**config.mk**
```make
export PLATFORM = sky130hd
export DESIGN_NAME = spwm_top
export DESIGN_NICKNAME = d
export VERILOG_FILES = /design/src/rtl/spwm_pkg.sv /design/src/rtl/spwm_cmd_port.sv /design/src/rtl/sine_phase_stepper.sv /design/src/rtl/pwm_carrier.sv /design/src/rtl/spwm_top.sv
export SDC_FILE = /design/constraint.sdc
export NUM_CORES = 1
export LEC_CHECK = 0
export ABC_CLOCK_PERIOD_IN_PS = 6100
export BUFFER_PORTS_ARGS = -buffer_cell sky130_fd_sc_hd__buf_2
export CORE_ASPECT_RATIO = 0.7
export CORE_MARGIN = 2
export CORE_UTILIZATION = 45
export DETAILED_ROUTE_END_ITERATION = 10
export GPL_TIMING_DRIVEN = 0
export HOLD_SLACK_MARGIN = 0.15
export PLACE_DENSITY_LB_ADDON = 0.12
export SETUP_SLACK_MARGIN = 0.4
export SYNTH_ARGS = -nofsm -noshare
export SYNTH_HDL_FRONTEND = slang
export SYNTH_SLANG_ARGS = --single-unit
```
**constraint.sdc**
```tcl
create_clock -name clk -period 6.1 [get_ports clk]
set_input_delay 0.915 -clock clk [delete_from_list [all_inputs] [get_ports clk]]
set_output_delay 0.915 -clock clk [all_outputs]
set_load 0.01 [all_outputs]
```
**src/rtl/spwm_pkg.sv**
```systemverilog
package spwm_pkg;

    localparam int table_len = 30;
    localparam int duty_w = 8;
    localparam int freq_w = 32;

    typedef enum logic [0:0] {
        op_set_freq = 1'b0,
        op_stop     = 1'b1
    } spwm_op_e;

    // one sine period in 30 steps, offset to mid-scale.
    function automatic logic [duty_w-1:0] sine_sample(input logic [$clog2(table_len)-1:0] index);
        logic [duty_w-1:0] value;
        case (index)
            5'd0: value = 8'd128;
            5'd1: value = 8'd153;
            5'd2: value = 8'd177;
            5'd3: value = 8'd199;
            5'd4: value = 8'd217;
            5'd5: value = 8'd232;
            5'd6: value = 8'd242;
            5'd7: value = 8'd247;
            5'd8: value = 8'd247;
            5'd9: value = 8'd242;
            5'd10: value = 8'd232;
            5'd11: value = 8'd217;
            5'd12: value = 8'd199;
            5'd13: value = 8'd177;
            5'd14: value = 8'd153;
            5'd15: value = 8'd128;
            5'd16: value = 8'd103;
            5'd17: value = 8'd79;
            5'd18: value = 8'd57;
            5'd19: value = 8'd39;
            5'd20: value = 8'd24;
            5'd21: value = 8'd14;
            5'd22: value = 8'd9;
            5'd23: value = 8'd9;
            5'd24: value = 8'd14;
            5'd25: value = 8'd24;
            5'd26: value = 8'd39;
            5'd27: value = 8'd57;
            5'd28: value = 8'd79;
            5'd29: value = 8'd103;
            default: value = 8'd128;
        endcase
        return value;
    endfunction

endpackage

```
**src/rtl/spwm_cmd_port.sv**
```systemverilog
module spwm_cmd_port (
    input  logic                                clk,
    input  logic                                rst,
    input  logic                                cmd_req,
    input  spwm_pkg::spwm_op_e                  cmd_op,
    input  logic signed [spwm_pkg::freq_w-1:0]  cmd_freq,
    output logic                                cmd_ack,
    output logic signed [spwm_pkg::freq_w-1:0]  freq
);

    logic                               new_cmd;
    logic signed [spwm_pkg::freq_w-1:0] next_freq;

    // a request is new only while the previous one is fully retired.
    assign new_cmd = cmd_req && !cmd_ack;

    always_comb begin
        case (cmd_op)
            spwm_pkg::op_set_freq: next_freq = cmd_freq;
            spwm_pkg::op_stop: next_freq = '0;
            default: next_freq = '0;
        endcase
    end

    always_ff @(posedge clk) begin
        if (rst) begin
            cmd_ack <= 1'b0;
            freq <= '0;
        end else begin
            if (new_cmd) begin
                // command lands together with the ack edge.
                cmd_ack <= 1'b1;
                freq <= next_freq;
            end else if (cmd_ack && !cmd_req) begin
                cmd_ack <= 1'b0;
            end
        end
    end

    // host must keep req up until it has seen the ack.
    property p_req_held;
        @(posedge clk) disable iff (rst)
        (cmd_req && !cmd_ack) |=> cmd_req;
    endproperty

    a_req_held: assert property (p_req_held)
        else $error("cmd_req dropped before cmd_ack was raised");

    property p_ack_reset;
        @(posedge clk) rst |=> !cmd_ack;
    endproperty

    a_ack_reset: assert property (p_ack_reset)
        else $error("cmd_ack not low after reset");

endmodule

```
**src/rtl/sine_phase_stepper.sv**
```systemverilog
module sine_phase_stepper #(
    parameter int start_index = 0
) (
    input  logic                               clk,
    input  logic                               rst,
    input  logic signed [spwm_pkg::freq_w-1:0] freq,
    output logic [spwm_pkg::duty_w-1:0]        duty
);

    localparam int index_w = $clog2(spwm_pkg::table_len);
    localparam logic [index_w-1:0] last_index = index_w'(spwm_pkg::table_len - 1);

    logic [spwm_pkg::freq_w-1:0]        mag;
    logic [spwm_pkg::freq_w-1:0]        div_cnt;
    logic signed [spwm_pkg::freq_w-1:0] freq_prev;
    logic [index_w-1:0]                 index;
    logic                               freq_changed;
    logic                               step;
    logic                               reverse;

    // magnitude sets the step period, sign the direction.
    assign reverse = freq[spwm_pkg::freq_w-1];
    assign mag = reverse ? (~freq + 1'b1) : freq;

    assign freq_changed = (freq != freq_prev);
    assign step = !freq_changed && (mag != '0) && (div_cnt == mag);

    always_ff @(posedge clk) begin
        if (rst) begin
            div_cnt <= '0;
            freq_prev <= '0;
        end else begin
            freq_prev <= freq;
            if (freq_changed || mag == '0 || step) begin
                div_cnt <= '0;
            end else begin
                div_cnt <= div_cnt + 1'b1;
            end
        end
    end

    // table index wraps at both ends.
    always_ff @(posedge clk) begin
        if (rst) begin
            index <= index_w'(start_index);
        end else if (step) begin
            if (reverse) begin
                if (index == '0) begin
                    index <= last_index;
                end else begin
                    index <= index - 1'b1;
                end
            end else begin
                if (index == last_index) begin
                    index <= '0;
                end else begin
                    index <= index + 1'b1;
                end
            end
        end
    end

    // stopped phase outputs no pulse at all.
    assign duty = (mag == '0) ? '0 : spwm_pkg::sine_sample(index);

    property p_index_range;
        @(posedge clk) disable iff (rst)
        index < index_w'(spwm_pkg::table_len);
    endproperty

    a_index_range: assert property (p_index_range)
        else $error("table index out of range: %0d", index);

endmodule

```
**src/rtl/pwm_carrier.sv**
```systemverilog
module pwm_carrier #(
    parameter int pwm_period = 255
) (
    input  logic                        clk,
    input  logic                        rst,
    input  logic [spwm_pkg::duty_w-1:0] duty,
    output logic                        pwm
);

    localparam int cnt_w = (pwm_period > 1) ? $clog2(pwm_period) : 1;
    localparam int cmp_w = (cnt_w > spwm_pkg::duty_w) ? cnt_w : spwm_pkg::duty_w;
    localparam logic [cnt_w-1:0] last_cnt = cnt_w'(pwm_period - 1);

    logic [cnt_w-1:0]            cnt;
    logic [cnt_w-1:0]            cnt_next;
    logic [spwm_pkg::duty_w-1:0] duty_q;
    logic [spwm_pkg::duty_w-1:0] duty_next;
    logic                        wrap;

    assign wrap = (cnt == last_cnt);
    assign cnt_next = wrap ? '0 : cnt + 1'b1;

    // new duty only at the period boundary.
    assign duty_next = wrap ? duty : duty_q;

    always_ff @(posedge clk) begin
        if (rst) begin
            cnt <= '0;
            duty_q <= '0;
            pwm <= 1'b0;
        end else begin
            cnt <= cnt_next;
            duty_q <= duty_next;
            // pulse is registered, so compare against next count.
            pwm <= (cmp_w'(cnt_next) < cmp_w'(duty_next));
        end
    end

    property p_zero_duty_low;
        @(posedge clk) disable iff (rst)
        (duty_q == '0) |-> !pwm;
    endproperty

    a_zero_duty_low: assert property (p_zero_duty_low)
        else $error("pwm high with zero latched duty");

endmodule

```
**src/rtl/spwm_top.sv**
```systemverilog
module spwm_top #(
    parameter int pwm_period = 255
) (
    input  logic                               clk,
    input  logic                               rst,
    input  logic                               cmd_req,
    input  spwm_pkg::spwm_op_e                 cmd_op,
    input  logic signed [spwm_pkg::freq_w-1:0] cmd_freq,
    output logic                               cmd_ack,
    output logic                               pwm_a,
    output logic                               pwm_b,
    output logic                               pwm_c
);

    logic signed [spwm_pkg::freq_w-1:0] freq;
    logic [spwm_pkg::duty_w-1:0]        duty_a;
    logic [spwm_pkg::duty_w-1:0]        duty_b;
    logic [spwm_pkg::duty_w-1:0]        duty_c;

    spwm_cmd_port u_cmd_port (
        .clk      (clk),
        .rst      (rst),
        .cmd_req  (cmd_req),
        .cmd_op   (cmd_op),
        .cmd_freq (cmd_freq),
        .cmd_ack  (cmd_ack),
        .freq     (freq)
    );

    // phases a third of the table apart.
    sine_phase_stepper #(.start_index(0)) u_step_a (
        .clk  (clk),
        .rst  (rst),
        .freq (freq),
        .duty (duty_a)
    );

    sine_phase_stepper #(.start_index(10)) u_step_b (
        .clk  (clk),
        .rst  (rst),
        .freq (freq),
        .duty (duty_b)
    );

    sine_phase_stepper #(.start_index(20)) u_step_c (
        .clk  (clk),
        .rst  (rst),
        .freq (freq),
        .duty (duty_c)
    );

    pwm_carrier #(.pwm_period(pwm_period)) u_pwm_a (
        .clk  (clk),
        .rst  (rst),
        .duty (duty_a),
        .pwm  (pwm_a)
    );

    pwm_carrier #(.pwm_period(pwm_period)) u_pwm_b (
        .clk  (clk),
        .rst  (rst),
        .duty (duty_b),
        .pwm  (pwm_b)
    );

    pwm_carrier #(.pwm_period(pwm_period)) u_pwm_c (
        .clk  (clk),
        .rst  (rst),
        .duty (duty_c),
        .pwm  (pwm_c)
    );

endmodule

```
==> summary.txt <==
Global routing
  – Total global-route track usage: 0.349
  – Busiest grt layer: met1
  – Met1 global-route usage: 0.539
  – Total gr overflow: 0
  – Largest net degree at the start of global routing: 17
  – Met2 Usage GRT: 0.444
  – First-pass GRT wire length: 103000 µm
  – Initial antenna violation count: 0
  – Routing usage on met3: 0.126
  – Vias in the first global route: 15600

Clock tree
  – Clock Tree Root: clkbuf_16
  – CTS tree: done
  – CTS buffer count: 26
  – Clk buf depth: 3
  – Clock Pin Slew Worst Setup and Hold Paths: 0.07 ns
  – Clk_lat worst skew: 0.56 ns
  – Clock sink count: 251
  – CTS Hold Bufs: 0
  – H-tree Lvls: 1

Floorplanning
  – Core footprint: 0.0371 mm²
  – Total die area: 0.0390 mm²
  – Die H: 166 µm
  – Die Wd: 235 µm
  – I/O Pins: 40
  – Starting Density: 0.455
  – Site row count: 59

Timing
  – # setup viols final: 0
  – Least-Margin Pin Slew: 1.10 ns
  – Fin crit share: 0.933
  – Max Slew Vio Count: 0
  – Worst slew margin: 0.269
  – FMAX: 176 MHz
  – Min Tclk post-route: 5.69 ns
  – Clock skew: 0.0100 ns
  – Final Hold Violating Endpoints: 0
  – RSZ-0062 raised after global routing: yes

Synth
  – XOR/XNOR share of the synthesized area: 0.132
  – Avg Inst Size Synth: 8.00 µm²
  – EDFF count, synth: 0
  – Compound-Gate Fraction of Synth Area: 0.177
  – Post-Syn Instances: 2106
  – Synth area leader: dfxtp_1
  – YS warnings: 0
  – Synth async-reset ratio: 0
  – Sequential share of the synthesized area: 0.298
  – Simple-gate share of the synthesized area: 0.258
  – Flops & latches, synth: 251
  – Post-synth top flop: dfxtp_1
  – Post-synth top area share: 0.298
  – Largest family of logic cells by synthesized area: simple AND/OR/NAND/NOR gates
  – Syn Nets: 2213
  – Mapped Area: 0.0168 mm²
  – Area contributors post-synth: dfxtp_1, xor2_1, nor2_1
  – Synth Area in Adders: 0.0527
  – Post-synthesis mux area share: 0.0259
  – Yosys cell types: 101

Routing
  – Via density: 6.27
  – Routed WL per cell: 25.7 µm
  – WL final: 69700 µm
  – Drt first pass iters: 6
  – DRC viols: 0
  – Starting DRC count in detailed routing: 2194
  – Vias post-DR: 17000
  – Routed Antenna Nets: 0

Power
  – Flop pwr share: 0.388
  – Power Density: 225 mW/mm²
  – Net Switching: 1.43 mW
  – Clk pwr share: 0.372
  – Switching portion of total power: 0.328
  – Comb pwr share: 0.240
  – Maximum VDD drop: 193 µV
  – Final Power: 4.36 mW
  – Leakage: 7.66 nW
  – Internal: 2.93 mW

Cells and area
  – Filler cell count: 3609
  – Cell Count, Final, Fillers Out: 2711
  – Post-route design area: 0.0193 mm²
  – Most common cell after layout, fill and taps aside: nor2_1
  – Layout net count: 2311
  – Share of post-route cells with drive strength above 1: 0.135
  – Seq. cell area: 0.00502 mm²
  – Area Overhead vs Synth: 14.8%
  – Commonest non-fill, non-tap cells in the layout: nor2_1, dfxtp_1, nand2_1, xor2_1, xnor2_1
  – Antenna cells: 0
  – Final core occ: 0.522
  – Multi-input gate area: 0.0114 mm²

Place
  – Placed Cells: 2633
  – Placed inst area: 0.0177 mm²
  – IO Port Bufs: 38
  – Routability cong.: 1.06
  – HPWL Detailed: 52600 µm

Worst setup path
  – Critical Path RT: 6.47 ns
  – CP Launch Type: flop
  – Worst Setup End Kind: flop
  – Worst setup path category: reg2reg
  – Arrival time at the worst endpoint: 6.06 ns
  – Critical Path Fanout Max: 10
  – Reg2Reg Setup Slack: 0.41 ns

Run
  – # Max-Cap Violations: 0

Min path
  – Worst Hold Class: reg2reg

Status
  – Status: completed
final cells by class:
type,count,share of cell area
Buffer,156,0.0380
Timing Repair Buffer,70,0.0222
Tap cell,488,0.0316
Clock buffer,39,0.0409
Multi-Input combinational cell,1622,0.589
Inverter,77,0.0149
Sequential cell,251,0.260
Clock inverter,8,0.00362
worst paths after layout:
| kind | start | endpoint | cells past startpoint |
|---|---|---|---|
| setup / recovery | u_cmd_port.freq[18] | flop | 17 |
| hold reg to reg | u_pwm_b.duty_q[0] | u_pwm_b.duty_q[0] | 2 |
| hold / removal | u_pwm_b.duty_q[0] | u_pwm_b.duty_q[0] | 2 |
| setup reg to reg | u_cmd_port.freq[18] | flop | 17 |
cell usage after synthesis (14+ instances only):
master,n
dfxtp_1,251
nand3_1,89
a22o_1,32
nand2b_1,18
nor2_1,259
nand4_1,51
or4_1,16
nor3_1,65
buf_2,29
and3_1,38
xnor2_1,111
inv_1,68
clkbuf_1,99
or3_1,17
mux2i_1,26
a21oi_1,85
a211oi_1,19
xor2_1,133
buf_1,22
nor4_1,42
a21o_1,14
ha_1,71
o21ai_0,66
a31oi_1,29
nand2_1,132
o22ai_1,16
nor2b_1,44
repair_timing:
| action | CTS | global route |
|---|---|---|
| resized for setup | 77 | 80 |
| pin swaps | 16 | 21 |
| setup endpoints to repair | 150 | 24 |
| endpoints found under the hold margin | 0 | 0 |
| setup buffers | 15 | 16 |
sequential cells by signal, summed over array words and instances, names as in the netlist, 5 cells and up, named ones only:
name / flops
u_step_a.index: 5
u_pwm_c.duty_q: 8
u_step_c.freq_prev: 32
u_cmd_port.freq: 32
u_pwm_b.cnt: 8
u_pwm_a.cnt: 8
u_pwm_b.duty_q: 8
u_step_c.index: 5
u_step_a.div_cnt: 32
u_step_b.index: 5
u_step_b.div_cnt: 32
u_pwm_c.cnt: 8
u_pwm_a.duty_q: 8
u_step_c.div_cnt: 32
metal layers:
metal | wire (µm) | vias up | share of wire
li1 | - | 7691 | -
met1 | 33700 | 8164 | 0.48
met2 | 25200 | 996 | 0.36
met3 | 9030 | 137 | 0.13
met4 | 1850 | 0 | 0.027
met5 | 0 | - | 0
cells by family (layout without fill, tap and decap cells):
group | Yosys count | in the layout
AO/OA/AOI/OAI | 415 | 415
XOR/XNOR | 248 | 248
adder cells (fa/ha/maj) | 71 | 71
buffers and inverters | 233 | 350
flip-flops | 251 | 251
multiplexers | 41 | 41
AND/OR/NAND/NOR | 847 | 847
power groups by stage:
stage | combinational [mW] | clock (mW) | sequential, mW
finish | 1.05 | 1.62 | 1.69
global route | 1.06 | 1.72 | 1.70
CTS | 0.933 | 1.65 | 1.69
detailed placement | 0.857 | 0 | 1.73
global placement | 0.865 | 0 | 1.73
floorplan | 0.519 | 0 | 1.72
per-stage QoR:
stage	setup slack (ns)	hold WS [ns]	setup TNS [ns]
floorplan	0.938	0.434	0
global placement	-1.42	0.455	-23.35
detailed placement	-1.42	0.469	-23.51
CTS	0.409	0.478	0
global route	0.366	0.496	0
finish	0.407	0.480	0
worst max-delay path, stage by stage (launching register included):
cell	delay, ns
dfxtp_1	0.58
buf_2	0.52
nor2_1	0.13
and3_1	0.28
and2_1	0.37
a2111oi_2	0.38
nand4_1	0.19
or4b_4	0.61
or4_4	0.56
buf_4	0.21
a211oi_4	0.24
o22a_2	0.21
inv_1	0.07
ha_1	0.22
or3_1	0.40
a211oi_2	0.23
a311o_1	0.18
o211ai_1	0.13
Power figures use the tool's default switching activity.
